`src/rtl/cpu_cfg.svh`:
```
`ifndef CPU_CFG_SVH
`define CPU_CFG_SVH

// one machine word, also the instruction width
`define CPU_XLEN 32

`define CPU_NREG 32

`define CPU_REG_AW 5

`endif

```
`src/rtl/cpu_pkg.sv`:
```
`include "cpu_cfg.svh"

package cpu_pkg;

  typedef enum logic [2:0] {
    OP_NOP,
    OP_ADDU,
    OP_SUBU,
    OP_AND,
    OP_OR,
    OP_XOR,
    OP_LUI
  } alu_op_e;

  typedef struct packed {
    alu_op_e                op;
    logic [`CPU_REG_AW-1:0] rs;
    logic [`CPU_REG_AW-1:0] rt;
    logic [`CPU_REG_AW-1:0] waddr;
    logic                   wreg;
    logic                   use_rs;
    logic                   use_rt;
    logic                   use_imm;
    logic [`CPU_XLEN-1:0]   imm;    // sign or zero extended by opcode
  } dec_t;

  // the second instruction sits at pc + 4
  typedef struct packed {
    logic [`CPU_XLEN-1:0] pc;
    logic [`CPU_XLEN-1:0] inst_1;
    logic [`CPU_XLEN-1:0] inst_2;
  } fetch_pair_t;

  typedef struct packed {
    logic                 valid;
    logic [`CPU_XLEN-1:0] pc;
    logic [`CPU_XLEN-1:0] inst;
    dec_t                 dec;
  } slot_t;

  typedef struct packed {
    logic                   wreg;
    logic [`CPU_REG_AW-1:0] waddr;
    logic [`CPU_XLEN-1:0]   wdata;
  } fwd_t;

  typedef struct packed {
    logic                   valid;
    logic [`CPU_XLEN-1:0]   pc;
    logic [`CPU_XLEN-1:0]   inst;
    logic                   wreg;
    logic [`CPU_REG_AW-1:0] waddr;
    logic [`CPU_XLEN-1:0]   wdata;
  } commit_t;

endpackage

```
`src/rtl/inst_decode.sv`:
```
`timescale 1ns/1ps
`include "cpu_cfg.svh"

module inst_decode (
  input  logic [`CPU_XLEN-1:0] inst_i,
  output cpu_pkg::dec_t        dec_o
);
  import cpu_pkg::*;

  localparam logic [5:0] OPC_SPECIAL = 6'b000000;
  localparam logic [5:0] OPC_ADDIU   = 6'b001001;
  localparam logic [5:0] OPC_ORI     = 6'b001101;
  localparam logic [5:0] OPC_LUI     = 6'b001111;

  localparam logic [5:0] FN_ADDU = 6'b100001;
  localparam logic [5:0] FN_SUBU = 6'b100011;
  localparam logic [5:0] FN_AND  = 6'b100100;
  localparam logic [5:0] FN_OR   = 6'b100101;
  localparam logic [5:0] FN_XOR  = 6'b100110;

  logic [5:0]             opcode;
  logic [5:0]             funct;
  logic [`CPU_REG_AW-1:0] rd;
  logic [`CPU_XLEN-1:0]   imm_sext;
  logic [`CPU_XLEN-1:0]   imm_zext;

  assign opcode   = inst_i[31:26];
  assign funct    = inst_i[5:0];
  assign rd       = inst_i[15:11];
  assign imm_sext = {{(`CPU_XLEN-16){inst_i[15]}}, inst_i[15:0]};
  assign imm_zext = {{(`CPU_XLEN-16){1'b0}}, inst_i[15:0]};

  always_comb begin
    dec_o    = '0;
    dec_o.op = OP_NOP;
    dec_o.rs = inst_i[25:21];
    dec_o.rt = inst_i[20:16];
    case (opcode)
      OPC_SPECIAL: begin
        dec_o.waddr  = rd;
        dec_o.use_rs = 1'b1;
        dec_o.use_rt = 1'b1;
        case (funct)
          FN_ADDU: dec_o.op = OP_ADDU;
          FN_SUBU: dec_o.op = OP_SUBU;
          FN_AND:  dec_o.op = OP_AND;
          FN_OR:   dec_o.op = OP_OR;
          FN_XOR:  dec_o.op = OP_XOR;
          default: begin
            dec_o.use_rs = 1'b0;  // unknown funct retires as a no-op
            dec_o.use_rt = 1'b0;
          end
        endcase
        dec_o.wreg = (dec_o.op != OP_NOP);
      end
      OPC_ADDIU: begin
        dec_o.op      = OP_ADDU;
        dec_o.waddr   = dec_o.rt;
        dec_o.wreg    = 1'b1;
        dec_o.use_rs  = 1'b1;
        dec_o.use_imm = 1'b1;
        dec_o.imm     = imm_sext;
      end
      OPC_ORI: begin
        dec_o.op      = OP_OR;
        dec_o.waddr   = dec_o.rt;
        dec_o.wreg    = 1'b1;
        dec_o.use_rs  = 1'b1;
        dec_o.use_imm = 1'b1;
        dec_o.imm     = imm_zext;
      end
      OPC_LUI: begin
        dec_o.op      = OP_LUI;  // the lane shifts the immediate into the upper half
        dec_o.waddr   = dec_o.rt;
        dec_o.wreg    = 1'b1;
        dec_o.use_imm = 1'b1;
        dec_o.imm     = imm_zext;
      end
      default: begin
        dec_o.op = OP_NOP;
      end
    endcase
    if (dec_o.waddr == '0)
      dec_o.wreg = 1'b0;  // r0 is hardwired to zero
  end

endmodule

```
`src/rtl/issue_ctrl.sv`:
```
`timescale 1ns/1ps
`include "cpu_cfg.svh"

module issue_ctrl (
  input  logic                 clk,
  input  logic                 rst_n_i,
  input  cpu_pkg::fetch_pair_t fetch_pair_i,
  input  logic                 fetch_valid_i,
  output logic                 fetch_ready_o,
  output cpu_pkg::slot_t       slot_1_o,
  output cpu_pkg::slot_t       slot_2_o
);
  import cpu_pkg::*;

  typedef enum logic {
    ISSUE_PAIR,
    ISSUE_SECOND
  } issue_state_e;

  issue_state_e state_q;
  issue_state_e state_d;
  dec_t         dec_1;
  dec_t         dec_2;
  slot_t        pend_1_q;
  slot_t        pend_2_q;
  slot_t        slot_1_d;
  slot_t        slot_2_d;
  logic         split_q;
  logic         ready_q;
  logic         accept;
  logic         raw_hazard;
  logic         issue_split;

  inst_decode u_dec_1 (
    .inst_i (fetch_pair_i.inst_1),
    .dec_o  (dec_1)
  );

  inst_decode u_dec_2 (
    .inst_i (fetch_pair_i.inst_2),
    .dec_o  (dec_2)
  );

  assign accept        = fetch_valid_i & ready_q;
  assign fetch_ready_o = ready_q;
  assign issue_split   = (state_q == ISSUE_PAIR) & pend_1_q.valid & split_q;

  // the second instruction reads a register that the first one writes
  assign raw_hazard = dec_1.wreg &
                      ((dec_2.use_rs & (dec_2.rs == dec_1.waddr)) |
                       (dec_2.use_rt & (dec_2.rt == dec_1.waddr)));

  always_ff @(posedge clk) begin
    if (!rst_n_i) begin
      pend_1_q.valid <= 1'b0;
      pend_2_q.valid <= 1'b0;
      split_q        <= 1'b0;
    end else if (accept) begin
      pend_1_q <= '{valid: 1'b1, pc: fetch_pair_i.pc, inst: fetch_pair_i.inst_1, dec: dec_1};
      pend_2_q <= '{valid: 1'b1, pc: fetch_pair_i.pc + `CPU_XLEN'd4,
                    inst: fetch_pair_i.inst_2, dec: dec_2};
      split_q  <= raw_hazard;
    end else if (!issue_split) begin
      pend_1_q.valid <= 1'b0;  // keep the second one while it waits for lane 2
      pend_2_q.valid <= 1'b0;
    end
  end

  always_comb begin
    slot_1_d = pend_1_q;
    slot_2_d = pend_2_q;
    state_d  = ISSUE_PAIR;
    if (state_q == ISSUE_SECOND) begin
      slot_1_d.valid = 1'b0;
    end else if (issue_split) begin
      slot_2_d.valid = 1'b0;
      state_d        = ISSUE_SECOND;
    end
  end

  always_ff @(posedge clk) begin
    if (!rst_n_i) begin
      state_q        <= ISSUE_PAIR;
      ready_q        <= 1'b0;
      slot_1_o.valid <= 1'b0;
      slot_2_o.valid <= 1'b0;
    end else begin
      state_q  <= state_d;
      ready_q  <= !(accept & raw_hazard);  // a split pair blocks fetch for one cycle
      slot_1_o <= slot_1_d;
      slot_2_o <= slot_2_d;
    end
  end

  a_fetch_hold: assert property (@(posedge clk) disable iff (!rst_n_i)
    fetch_valid_i && !fetch_ready_o |=> $stable(fetch_pair_i));

endmodule

```
`config.mk`:
```
export PLATFORM = sky130hd
export DESIGN_NAME = issue_ctrl
export DESIGN_NICKNAME = d
export VERILOG_FILES = /design/src/rtl/cpu_pkg.sv /design/src/rtl/inst_decode.sv /design/src/rtl/issue_ctrl.sv
export VERILOG_INCLUDE_DIRS = /design/src /design/src/rtl
export SDC_FILE = /design/constraint.sdc
export NUM_CORES = 1
export LEC_CHECK = 0
export ABC_AREA = 1
export BUFFER_PORTS_ARGS = -buffer_cell sky130_fd_sc_hd__clkbuf_2
export CELL_PAD_IN_SITES_DETAIL_PLACEMENT = 0
export CELL_PAD_IN_SITES_GLOBAL_PLACEMENT = 2
export CORE_UTILIZATION = 43
export DETAILED_ROUTE_END_ITERATION = 6
export GPL_ROUTABILITY_DRIVEN = 0
export GPL_TIMING_DRIVEN = 0
export PLACE_DENSITY_LB_ADDON = 0.3
export SLEW_MARGIN = 20
export SYNTH_ARGS = -nofsm -noshare
export SYNTH_HDL_FRONTEND = slang
export SYNTH_HIERARCHICAL = 1
export SYNTH_SLANG_ARGS = --single-unit
```
`constraint.sdc`:
```
create_clock -name clk -period 23.4 [get_ports clk]
set_input_delay 1.17 -clock clk [delete_from_list [all_inputs] [get_ports clk]]
set_output_delay 1.17 -clock clk [all_outputs]
set_load 0.05 [all_outputs]
```
-- Word-level counts from Yosys, hierarchy flattened
Index checks and enable logic that the tools add are counted.
- register bits: 478
- latch bits: 0
- RAM bits: 0
- bits in read-only memories: 0
- output and inout port bits: 239
- logic and storage cells: 118
- memories: 0
- $add $sub $neg: 1
- multiply operators: 0
- divide/modulo/power cells: 0
- order comparisons: 0
- eq/ne operators: 19
- shift operators: 0
- multiplexer cells: 21
- bitwise logic cells: 10
- reduce and logical (&&, ||, !) cells: 17
- operator list (operator ; count):
    33-bit one-hot mux with 2 select lines ; 2
    6-bit equality test, second input constant ; 10
    6-bit by 4-bit equality test with 1-bit output, second input constant ; 6
    32-bit by 3-bit adder with 32-bit output, second input constant ; 1
    3-bit one-hot mux with 5 select lines ; 2
    3-bit one-hot mux with 4 select lines ; 2
    6-bit one-hot mux with 2 select lines ; 2
    6-bit zero test ; 2
    5-bit equality test ; 2
    5-bit zero test ; 2
    2-bit OR reduction ; 5
    5-bit OR reduction ; 2
    1-bit bitwise AND ; 7
    1-bit two-way mux ; 7
    3-bit two-way mux ; 2
    3-bit nonzero test ; 2
    3-bit OR reduction ; 2
    2-bit two-way mux ; 2
    1-bit one-hot mux with 2 select lines ; 2
    2-bit != test, second input constant ; 1
    1-bit inverter ; 2
    2-bit AND reduction ; 1
    1-bit zero test ; 1
    1-bit bitwise OR ; 1

-- Longest topological paths before layout
Gate-level depths: netlist of the first run.
- depth in word-level cells: 11
- mapped depth: 14
- gate-level depth less buffers: 14

-- Hierarchy
Netlist of the first run, hierarchy kept.
- by module, submodules not included (module ; times used ; cells an instance ; area an instance (sq um)):
    issue_ctrl ; 1 ; 690 ; 15283.4
    inst_decode ; 2 ; 120 ; 616.8

-- Worst setup path after synthesis of the first run
Ideal clock, no wire load.
- kind: input port to flip-flop
- start: input port fetch_valid_i
- end: register pend_1_q[0] in the netlist's numbering, enable pin
- arrival: 10.993 ns
- data required time: 22.566 ns
- path slack: 11.573 ns
- stages on the path: 2
- path through: nand2_1 -> nor2_1
- word-level cells in the longest chain between the ends: 2
- RTL lines (element ; RTL line ; source):
    start: declaration ; issue_ctrl.sv:8 ; input logic fetch_valid_i,
    1-bit bitwise AND ; issue_ctrl.sv:44 ; assign accept = fetch_valid_i & ready_q;
    2-bit AND reduction (no line) ; -- ;
    end signal: assignment ; issue_ctrl.sv:59 ; pend_1_q <= '{valid: 1'b1, pc: fetch_pair_i.pc, inst: fetch_pair_i.inst_1, dec: dec_1};
    end: declaration ; issue_ctrl.sv:24 ; slot_t pend_1_q;
No other way between the ends.
A chain may end at the register's enable or synchronous reset.

-- Worst setup path after layout of the first run
- start: input port rst_n_i
- end: register pend_2_q[60] in the netlist's numbering, enable pin
- word-level cells in the longest chain between the ends: 1
- RTL lines (element ; RTL line ; source):
    start: declaration ; issue_ctrl.sv:6 ; input logic rst_n_i,
    2-bit AND reduction (no line) ; -- ;
    end signal: assignment ; issue_ctrl.sv:60 ; pend_2_q <= '{valid: 1'b1, pc: fetch_pair_i.pc + `CPU_XLEN'd4,
    end: declaration ; issue_ctrl.sv:25 ; slot_t pend_2_q;
No other way between the ends.

==> reports/results.txt, run 1 <==
Root Buffer Master: clkbuf_16
Layer with the highest usage: met2
Router iterations before antenna repair: 5
Fin. Hold Viols: 0
Class of the worst hold path: register to register
Die X: 198.0 um
Worst Skew: 0.01228 ns
Layout area overhead: 25.23%
Final Cycle Share: 15.92%
Clock power share: 40.9%
Crit path max fanout: 85
Non-filler cells, final: 1876
Hold_buf cts: 0
Yosys warning total: 6
Int Pwr: 1.412 mW
Count of different cell masters after synthesis: 29
Clk_lat worst skew: 0.57 ns
CTS tree: yes
Routing usage on met1: 19.14%
Share of layout cells above drive strength 1: 38.24%
Number of max-cap violations: 0
Initial antenna violation count: 1
Combinational share of power: 6.2%
Post-synthesis register bit count: 474
Sequential cell area fraction in the yosys report: 85.81%
Initial Utilization: 43.75%
H-Tree Depth: 2
Mapped Area: 16520 um2
# diodes: 0
Gr ovfl total: 0
Vias in the first global route: 8253
Pleak: 8.557 nW
Multi-input combinational cell area: 1613 um2
Net count, final: 1429
Grt met2 use: 27.56%
Die H: 198.0 um
Peak supply drop: 0.05413 mV
Status: finished, final reports clean
Syn_nets: 1030
Routed Antenna Nets: 0
IO Port Bufs: 337
Fillers: 3052
Post-Route Setup TNS: 0 ns
GRT Util Overall: 16.36%
Setup Viol. Count Final: 0
DRC Markers: 0
Register area: 14170 um2
CTS Buf Count: 48
DRT Wirelength: 31.82 mm
Minimum clock period: 3.726 ns
Clk sink count: 474
DR iter-0 viols: 353
M3 GR Usage: 6.234%
Max Slew Vio Count: 0
Worst slew margin: 28.85%
Max Root-Sink Buffers: 3
Pwr Density: 87.69 nW/um2
Clock transition at the registers of the reported paths: 0.06 ns
Sequential share of power: 52.9%
Avg Vias per Cell: 4.477
Vias: 8398
Share of the synthesized area in the top cell type: 85.08%
Slew @ Worst Pin: 1.063 ns
Detailed placement HPWL: 22.85 mm
Post-Syn Area per Cell: 17.76 um2
First-pass GRT wire length: 47.13 mm
Critical Path Source Type: primary input
Fmax: 268.4 MHz
Commonest non-fill, non-tap cell in the layout: edfxtp_1
Core ar.: 37760 um2
Switching Fraction: 22.16%
Post-synthesis cell count: 930
Die Footprint: 39200 um2
Critical path class: primary input to register
I/O pins: 338
Largest net degree at the start of global routing: 86
Net Sw Power: 0.4020 mW
WL/cell: 16.96 um
Critical Path AT: 4.00 ns
Worst EP required: 23.67 ns
RSZ-0062 raised after global routing: no
Leading area contributor after synthesis: edfxtp_1
Post-Place Cells: 1790
Commonest non-fill, non-tap cells in the layout: edfxtp_1, clkbuf_2, nand2_1
Worst Setup End Kind: register
Synth top area cells: edfxtp_1, buf_4, nand2_1, nor2_1, inv_1
Num rows: 71
Post-CTS Resized: 0
Post-CTS Setup Inserts: 0
[layout make-up]
| type | count | share of cell area (%) |
|---|---|---|
| Multi-Input combinational cell | 315 | 7.797 |
| Clock buffer | 58 | 6.134 |
| Inverter | 87 | 1.585 |
| Buffer | 54 | 1.996 |
| Clock inverter | 28 | 1.301 |
| Tap cell | 511 | 3.091 |
| Timing Repair Buffer | 349 | 9.575 |
| Sequential cell | 474 | 68.52 |
[path summary, 6_finish.rpt]
| check | slack, ns | start | endpoint | depth (start not counted) |
|---|---|---|---|---|
| setup / recovery | 19.67 | rst_n_i | pend_2_q[60] | 9 |
| hold / removal | 0.41 | pend_1_q[73] | slot_1_o[73] | 0 |
| setup reg to reg | 21.39 | fetch_ready_o | pend_2_q[60] | 6 |
| hold reg to reg | 0.41 | pend_1_q[73] | slot_1_o[73] | 0 |
[cells by family (layout without fill, tap and decap cells)]
kind of cell / Yosys count / after routing / synth area share (%)
buf+inv: 141 / 576 / 4.484
simple gates: 263 / 263 / 7.356
xor+xnor: 26 / 26 / 1.379
flops: 474 / 474 / 85.81
compound gates: 25 / 25 / 0.8939
fa+ha+maj: 1 / 1 / 0.07574
[cells in the mapped netlist]
| master | n |
|---|---|
| nand2_4 | 2 |
| nor3_1 | 10 |
| nand3_1 | 13 |
| nor2_1 | 96 |
| o21ai_0 | 6 |
| ha_1 | 1 |
| dfxtp_1 | 6 |
| xor2_1 | 14 |
| nor2_2 | 8 |
| o21ai_1 | 1 |
| xnor2_1 | 12 |
| o41ai_1 | 2 |
| nand4_1 | 11 |
| clkinv_2 | 1 |
| nand2_2 | 7 |
| inv_2 | 7 |
| buf_6 | 2 |
| nor3_2 | 2 |
| inv_1 | 79 |
| a21oi_1 | 12 |
| edfxtp_1 | 468 |
| nand2_1 | 101 |
| nor3_4 | 2 |
| nor2_4 | 4 |
| a22oi_1 | 2 |
| buf_4 | 52 |
| a211o_2 | 2 |
| nand3_2 | 6 |
| nand3_4 | 1 |
[power by group through the flow]
stage	combinational, mW	clock, mW	sequential (mW)
2_1_floorplan	0.0214	0	1.03
3_3_place_gp	0.108	0	0.988
3_5_place_dp	0.114	0	0.978
4_1_cts	0.115	0.765	0.960
5_1_grt	0.120	0.796	0.961
6_report	0.113	0.741	0.960
[worst max-delay path, stage by stage]
cell	delay, ns
clkbuf_8	0.42
buf_16	0.39
buf_16	0.37
inv_1	0.21
nor2_4	0.42
buf_16	0.23
buf_12	0.20
buf_12	0.21
buf_12	0.21
[per-stage QoR]
stage | worst slack, ns | power [mW] | instance area [um2] | hold slack (ns) | util [%]
finish | 19.67 | 1.814 | 20680 | 0.4105 | 54.79
global route | 19.41 | 1.877 | 20680 | 0.4148 | 54.79
CTS | 19.61 | 1.839 | 20680 | 0.4099 | 54.78
detailed placement | 18.97 | 1.092 | 19140 | 0.4045 | 50.71
global placement | 1.835 | 1.097 | 18840 | 0.4002 | 49.91
floorplan | 11.57 | 1.049 | 16520 | 0.4003 | -
[routing by layer]
layer / share of wire, % / vias up
met4: 2.6 / 2
met1: 39 / 3998
met3: 8.6 / 56
met2: 50 / 262
li1: - / 4080
met5: 0.041 / -
[sequential cells by signal, indices dropped and copies added, names as in the netlist]
signal,flops
fetch_ready_o,1
pend_1_q,118
pend_2_q,117
slot_1_o,119
slot_2_o,117
split_q,1
state_q,1
Note: power is estimated with default switching activity, not from simulation.
==> run 2: changes to the inputs <==
--- a/config.mk
+++ b/config.mk
@@ -6,11 +6,11 @@
 export SDC_FILE = /design/constraint.sdc
 export NUM_CORES = 1
 export LEC_CHECK = 0
-export ABC_AREA = 1
+export ABC_AREA = 0
 export BUFFER_PORTS_ARGS = -buffer_cell sky130_fd_sc_hd__clkbuf_2
 export CELL_PAD_IN_SITES_DETAIL_PLACEMENT = 0
 export CELL_PAD_IN_SITES_GLOBAL_PLACEMENT = 2
-export CORE_UTILIZATION = 43
+export CORE_UTILIZATION = 41
 export DETAILED_ROUTE_END_ITERATION = 6
 export GPL_ROUTABILITY_DRIVEN = 0
 export GPL_TIMING_DRIVEN = 0
==> constraint.sdc (replaced) <==
create_clock -name clk -period 3.7 [get_ports clk]
set_input_delay 0.185 -clock clk [delete_from_list [all_inputs] [get_ports clk]]
set_output_delay 0.185 -clock clk [all_outputs]
set_load 0.05 [all_outputs]
==> run 2 against run 1 <==
Against the previous run: utilization increased by 0.19 points; sequential share of layout area decreased by 1.8 points; total power increased to 6.3 times the previous value; clock power increased to 6.2 times the previous value; setup slack got worse by 19 ns; via count decreased by 2.8%; non-clock buffer count increased by 106; routed wire length decreased by 2.9%; sequential cell count unchanged; worst hold slack got worse by 0.15 ns; global-route usage decreased by 1.0 points; critical endpoint is now fetch_ready_o; largest power group unchanged.
==> reports/results.txt, run 2 <==
Detailed placement HPWL: 21.30 mm (was 22.85 mm)
Clk sink count: 474 (unchanged)
Switching Fraction: 21.68% (was 22.16%)
DRT Wirelength: 30.89 mm (was 31.82 mm)
Largest net degree at the start of global routing: 88 (was 86)
CP most frequent cell: clkbuf_2
Avg Vias per Cell: 4.490 (was 4.477)
Routed Antenna Nets: 0 (unchanged)
Post-Syn Area per Cell: 20.97 um2 (was 17.76 um2)
Worst EP required: 4.16 ns (was 23.67 ns)
DRC Markers: 0 (unchanged)
Sequential cell area fraction in the yosys report: 88.11% (was 85.81%)
Critical Path Source Type: primary input (unchanged)
Share of layout cells above drive strength 1: 38.34% (was 38.24%)
Initial Utilization: 41.62% (was 43.75%)
Worst Setup End Kind: register (unchanged)
Vias in the first global route: 8023 (was 8253)
Non-filler cells, final: 1817 (was 1876)
Router iterations before antenna repair: 4 (was 5)
I/O pins: 338 (unchanged)
Largest regs: slot_1_o: 119 flops, pend_1_q: 118 flops (unchanged)
Sequential share of power: 53.1% (was 52.9%)
Synth Flop Type: edfxtp_1 (unchanged)
GRT Util Overall: 15.32% (was 16.36%)
Max incr delay on CP: 0.56 ns (was 0.42 ns)
Clock power share: 40.1% (was 40.9%)
Synth top area cells: edfxtp_1, buf_4, xnor2_1, and2_1, xor2_1 (was edfxtp_1, buf_4, nand2_1, nor2_1, inv_1)
Min-delay src: rst_n_i (was pend_1_q[73])
Mapped Area: 16090 um2 (was 16520 um2)
Fillers: 3100 (was 3052)
Highest-delay cell along the critical path: dlygate4sd3_1 (was clkbuf_8)
Top-count cell post-synth: edfxtp_1 (unchanged)
Yosys warning total: 6 (unchanged)
Post-Route Setup TNS: 0 ns (unchanged)
First-pass GRT wire length: 45.70 mm (was 47.13 mm)
Register area: 14180 um2 (was 14170 um2)
Post-synthesis cell count: 767 (was 930)
Leading area contributor after synthesis: edfxtp_1 (unchanged)
Vias: 8159 (was 8398)
Critical Path AT: 3.06 ns (was 4.00 ns)
Cell Chain, Critical Path: dlygate4sd3_1, clkbuf_2, nor2_1, nand3_1, a21oi_2, clkbuf_2, a22o_1, xnor2_1, nand4_1, or4_1, and3_1 (was clkbuf_8, buf_16, buf_16, inv_1, nor2_4, buf_16, buf_12, buf_12, buf_12)
CTS Buf Count: 47 (was 48)
Ys async rst share: 0% (unchanged)
RR Startpoint: fetch_ready_o (unchanged)
Layout area overhead: 32.09% (was 25.23%)
Post-CTS Resized: 0 (unchanged)
Critical path class: primary input to register (unchanged)
CP Buf/Inv Count: 3 (was 8)
Share of the synthesized area in the top cell type: 87.37% (was 85.08%)
Clock transition at the registers of the reported paths: 0.06 ns (about the same)
CTS tree: yes (unchanged)
Fin. Hold Viols: 0 (unchanged)
Number of max-cap violations: 0 (unchanged)
Int Pwr: 8.954 mW (was 1.412 mW)
Overall power: 11.43 mW (was 1.814 mW)
Core ar.: 38650 um2 (was 37760 um2)
Count of different cell masters after synthesis: 42 (was 29)
Die H: 200.1 um (was 198.0 um)
Root Buffer Master: clkbuf_16 (unchanged)
Multi-input combinational cell area: 1460 um2 (was 1613 um2)
Initial antenna violation count: 0 (was 1)
Die X: 200.1 um (was 198.0 um)
Max reg flops: 119 (unchanged)
Pwr Density: 538.0 nW/um2 (was 87.69 nW/um2)
Fmax: 384.9 MHz
Num rows: 72 (was 71)
Net Sw Power: 2.478 mW (was 0.4020 mW)
Most frequent cells after synthesis: edfxtp_1, buf_4, and2_1 (was edfxtp_1, nand2_1, nor2_1)
Peak supply drop: 0.3096 mV (was 0.05413 mV)
DR iter-0 viols: 316 (was 353)
RSZ-0062 raised after global routing: no (unchanged)
Post-synth EDFFs: 468 (unchanged)
Commonest non-fill, non-tap cells in the layout: edfxtp_1, clkbuf_2, dlygate4sd3_1 (was edfxtp_1, clkbuf_2, nand2_1)
Commonest non-fill, non-tap cell in the layout: edfxtp_1 (unchanged)
Final Cycle Share: 70.21%
Post-synthesis register bit count: 474 (unchanged)
Pleak: 8.409 nW (was 8.557 nW)
Max Root-Sink Buffers: 3 (unchanged)
H-Tree Depth: 2 (unchanged)
Clk_lat worst skew: 0.56 ns (was 0.57 ns)
Post-CTS Setup Inserts: 0 (unchanged)
WL/cell: 17.00 um (was 16.96 um)
Crit path max fanout: 10 (was 85)
Max Slew Vio Count: 0 (unchanged)
Slew @ Worst Pin: 0.8083 ns (was 1.063 ns)
Design area: 21250 um2 (was 20680 um2)
Minimum clock period: 2.598 ns
Worst slew margin: 45.70% (was 28.85%)
Syn_nets: 867 (was 1030)
Top reg by flops: slot_1_o (unchanged)
Post-Place Cells: 1635 (was 1790)
Gr ovfl total: 0 (unchanged)
Setup Viol. Count Final: 0 (unchanged)
Net count, final: 1363 (was 1429)
Class of the worst hold path: primary input to register (was register to register)
# diodes: 0 (unchanged)
Die Footprint: 40030 um2 (was 39200 um2)
IO Port Bufs: 337 (unchanged)
Worst Skew: 0.01511 ns (was 0.01228 ns)
Combinational share of power: 6.8% (was 6.2%)
Beginning of the critical path: fetch_pair_i[63] (was rst_n_i)
Dpl cell area: 18780 um2 (was 19140 um2)
Kind of cell adding the most delay to the critical path: simple AND/OR/NAND/NOR gates (was buffers and inverters)
Status: finished, final reports clean (unchanged)
-- run 2: changes by cell type after synthesis, moves of 8 or more --
| cell | previous run | this run |
|---|---|---|
| inv_1 | 79 | 7 |
| a21oi_1 | 12 | 3 |
| and3_1 | 0 | 8 |
| a22o_1 | 0 | 8 |
| xnor2_1 | 12 | 23 |
| nor2_1 | 96 | 26 |
| and2_1 | 0 | 32 |
| nand2_1 | 101 | 24 |
-- run 2: per-layer routing --
layer	vias to the layer above	track usage, %	routed length [um]
met5	-	0	0
met4	0	5.655	786
met3	59	5.460	2506
met2	261	25.19	15190
met1	3939	18.59	12410
li1	3900	-	-
-- run 2: repair_timing --
item | CTS | global route
hold endpoints to repair | 182 | 0
hold buffers | 97 | 0
setup endpoints to repair | 0 | 0
-- run 2: final cells by class --
cell class	count	area share, %
repair buffers	447	14.09
clock inverters	31	1.201
flip-flops and latches	474	66.73
plain buffers	62	2.073
multi-input cells	224	6.872
inverters	7	0.1237
clock buffers	54	5.859
well taps	518	3.050
-- run 2: power by group through the flow --
stage / Clock, mW / Combinational (mW) / Sequential, mW
global placement: 0 / 0.660 / 6.22
floorplan: 0 / 0.111 / 6.48
detailed placement: 0 / 0.699 / 6.18
global route: 4.92 / 0.825 / 6.08
CTS: 4.73 / 0.786 / 6.07
finish: 4.59 / 0.776 / 6.07
-- run 2: stage by stage --
| step | util [%] | hold WS, ns | worst slack [ns] |
|---|---|---|---|
| after floorplan | - | 0.2839 | -0.6996 |
| after global placement | 47.71 | 0.3738 | -7.177 |
| after detailed placement | 48.58 | 0.3710 | 0.8417 |
| after CTS | 54.98 | 0.2596 | 1.136 |
| after global routing | 54.98 | 0.2916 | 0.9146 |
| final | 54.98 | 0.2557 | 1.102 |
-- run 2: final timing paths --
check                                      to  slack, ns  cells past startpoint
worst max-delay path            fetch_ready_o       1.10                     11
worst min-delay path             slot_1_o[88]       0.26                      1
worst max register to register   pend_1_q[10]       1.49                      7
worst min register to register  slot_1_o[115]       0.41                      0
-- run 2: kinds of logic after synthesis --
logic type,Yosys count,share of synthesized area [%]
adders and majority gates,1,0.07777
muxes,2,0.1245
and+or+nand+nor,151,5.274
DFF,474,88.11
xor gates and xnor gates,40,2.178
buffers and inverters,69,2.901
AOI/OAI and AO/OA,30,1.330
==> run 3: changes to the inputs <==
--- a/config.mk
+++ b/config.mk
@@ -10,7 +10,7 @@
 export BUFFER_PORTS_ARGS = -buffer_cell sky130_fd_sc_hd__clkbuf_2
 export CELL_PAD_IN_SITES_DETAIL_PLACEMENT = 0
 export CELL_PAD_IN_SITES_GLOBAL_PLACEMENT = 2
-export CORE_UTILIZATION = 41
+export CORE_UTILIZATION = 37
 export DETAILED_ROUTE_END_ITERATION = 6
 export GPL_ROUTABILITY_DRIVEN = 0
 export GPL_TIMING_DRIVEN = 0
==> constraint.sdc (replaced) <==
create_clock -name clk -period 2.2 [get_ports clk]
set_input_delay 0.11 -clock clk [delete_from_list [all_inputs] [get_ports clk]]
set_output_delay 0.11 -clock clk [all_outputs]
set_load 0.05 [all_outputs]
==> run 3 against run 2 <==
Against the previous run: global-route usage shrank 0.80 points; critical path type unchanged; register-to-register slack lost 0.99 ns; sequential power grew 68%; clock skew shrank 0.0078 ns.
==> reports/results.txt, run 3 (synthesis results as in run 2) <==
Final Cycle Share: 95.57%
Max incr delay on CP: 0.53 ns (was 0.56 ns)
Worst slew margin: 45.95% (was 45.70%)
Clk_lat worst skew: 0.56 ns (about the same)
First-pass GRT wire length: 48.41 mm (was 45.70 mm)
Crit path max fanout: 10 (unchanged)
WL/cell: 17.09 um (was 17.00 um)
Clk sink count: 474 (unchanged)
Non-filler cells, final: 1883 (was 1817)
Pleak: 8.455 nW (was 8.409 nW)
Die Footprint: 44310 um2 (was 40030 um2)
Hold slack: 0.08361 ns (was 0.2557 ns)
Avg Vias per Cell: 4.358 (was 4.490)
IO Port Bufs: 337 (unchanged)
DRC Markers: 0 (unchanged)
Top reg by flops: slot_1_o (unchanged)
Router iterations before antenna repair: 4 (unchanged)
Gr ovfl total: 0 (unchanged)
Detailed placement HPWL: 21.92 mm (was 21.30 mm)
# diodes: 0 (unchanged)
Root Buffer Master: clkbuf_16 (unchanged)
CTS Buf Count: 49 (was 47)
DRT Wirelength: 32.19 mm (was 30.89 mm)
Vias in the first global route: 8334 (was 8023)
Routed Antenna Nets: 0 (unchanged)
Layout area overhead: 33.11% (was 32.09%)
Largest net degree at the start of global routing: 87 (was 88)
Die H: 210.5 um (was 200.1 um)
Highest-delay cell along the critical path: dlygate4sd3_1 (unchanged)
I/O pins: 338 (unchanged)
Number of max-cap violations: 0 (unchanged)
Status: finished, final reports clean (unchanged)
Overall power: 19.77 mW (was 11.43 mW)
Class of the worst hold path: primary input to register (unchanged)
Share of layout cells above drive strength 1: 38.60% (was 38.34%)
GRT Util Overall: 14.52% (was 15.32%)
Peak supply drop: 0.5273 mV (was 0.3096 mV)
DR iter-0 viols: 385 (was 316)
Commonest non-fill, non-tap cells in the layout: edfxtp_1, clkbuf_2, dlygate4sd3_1 (unchanged)
Num rows: 76 (was 72)
CTS tree: yes (unchanged)
Pwr Density: 923.1 nW/um2 (was 538.0 nW/um2)
Post-Route Setup TNS: 0 ns (unchanged)
Worst EP required: 2.66 ns (was 4.16 ns)
Fin. Hold Viols: 0 (unchanged)
Fmax: 475.6 MHz
Largest regs: slot_1_o: 119 flops, pend_1_q: 118 flops (unchanged)
Post-Place Cells: 1701 (was 1635)
H-Tree Depth: 2 (unchanged)
Clock transition at the registers of the reported paths: 0.06 ns (about the same)
Critical path class: primary input to register (unchanged)
Initial antenna violation count: 0 (unchanged)
Max Root-Sink Buffers: 3 (unchanged)
Worst Skew: 0.007288 ns (was 0.01511 ns)
Setup Viol. Count Final: 0 (unchanged)
Die X: 210.5 um (was 200.1 um)
Max reg flops: 119 (unchanged)
Worst Setup End Kind: register (unchanged)
Cell Chain, Critical Path: dlygate4sd3_1, clkbuf_2, nand3_1, a21oi_4, clkbuf_4, a22o_1, xnor2_1, nand4_1, or4_1, and3_1 (was dlygate4sd3_1, clkbuf_2, nor2_1, nand3_1, a21oi_2, clkbuf_2, a22o_1, xnor2_1, nand4_1, or4_1, and3_1)
Minimum clock period: 2.103 ns
Critical Path AT: 2.56 ns (was 3.06 ns)
Max Slew Vio Count: 0 (unchanged)
Core ar.: 42980 um2 (was 38650 um2)
Vias: 8207 (was 8159)
Slew @ Worst Pin: 0.8046 ns (was 0.8083 ns)
Initial Utilization: 37.42% (was 41.62%)
Net count, final: 1364 (was 1363)
Commonest non-fill, non-tap cell in the layout: edfxtp_1 (unchanged)
Critical Path Source Type: primary input (unchanged)
run 3: per-stage QoR:
| stage | utilization (%) | worst slack (ns) | area (um2) |
|---|---|---|---|
| floorplan | - | -2.200 | 16100 |
| global placement | 43.10 | -8.804 | 18520 |
| detailed placement | 43.74 | -0.3210 | 18800 |
| CTS | 49.74 | 0.01833 | 21380 |
| global route | 49.82 | -0.006197 | 21410 |
| finish | 49.82 | 0.09745 | 21410 |
run 3: final timing paths:
kind,startpoint,endpoint,slack (ns),depth (start not counted)
setup / recovery,fetch_pair_i[58],fetch_ready_o,0.1,10
hold reg to reg,pend_2_q[14],slot_2_o[14],0.41,0
hold / removal,fetch_pair_i[36],pend_1_q[53],0.08,4
setup reg to reg,fetch_ready_o,pend_1_q[109],0.50,6
run 3: layout make-up:
type,count,area [um2]
Buffer,61,439.2
Clock buffer,57,1299
Clock inverter,28,309.0
Fill cell,3668,21570
Inverter,7,26.28
Multi-Input combinational cell,224,1485
Sequential cell,474,14180
Tap cell,585,732.0
Timing Repair Buffer,447,2944
run 3: repair_timing:
action,in CTS,in global routing
hold buffers,97,0
hold endpoints to repair,188,0
buffers inserted,0,1
setup endpoints to repair,0,2
resized for setup,0,6
run 3: power by group:
part           switching (mW)  internal (mW)  leakage (nW)
registers              0.0553           10.2          4.83
clock network            3.24           5.01         0.792
logic                   0.920          0.386          2.84
run 3: per-layer routing:
layer  vias up  wire [um]  global-route usage [%]
met5         -          0                       0
met4         0        740                   5.122
met3        52       2338                   4.946
met2       250      16210                   24.63
met1      4007      12890                   17.19
li1       3898          -                       -
run 3: critical path: cells and delay by family:
kind	cells	cell delay, ns
AO/OA/AOI/OAI	2	0.49
XOR/XNOR	1	0.13
buffers and inverters	3	0.92
AND/OR/NAND/NOR	4	0.89
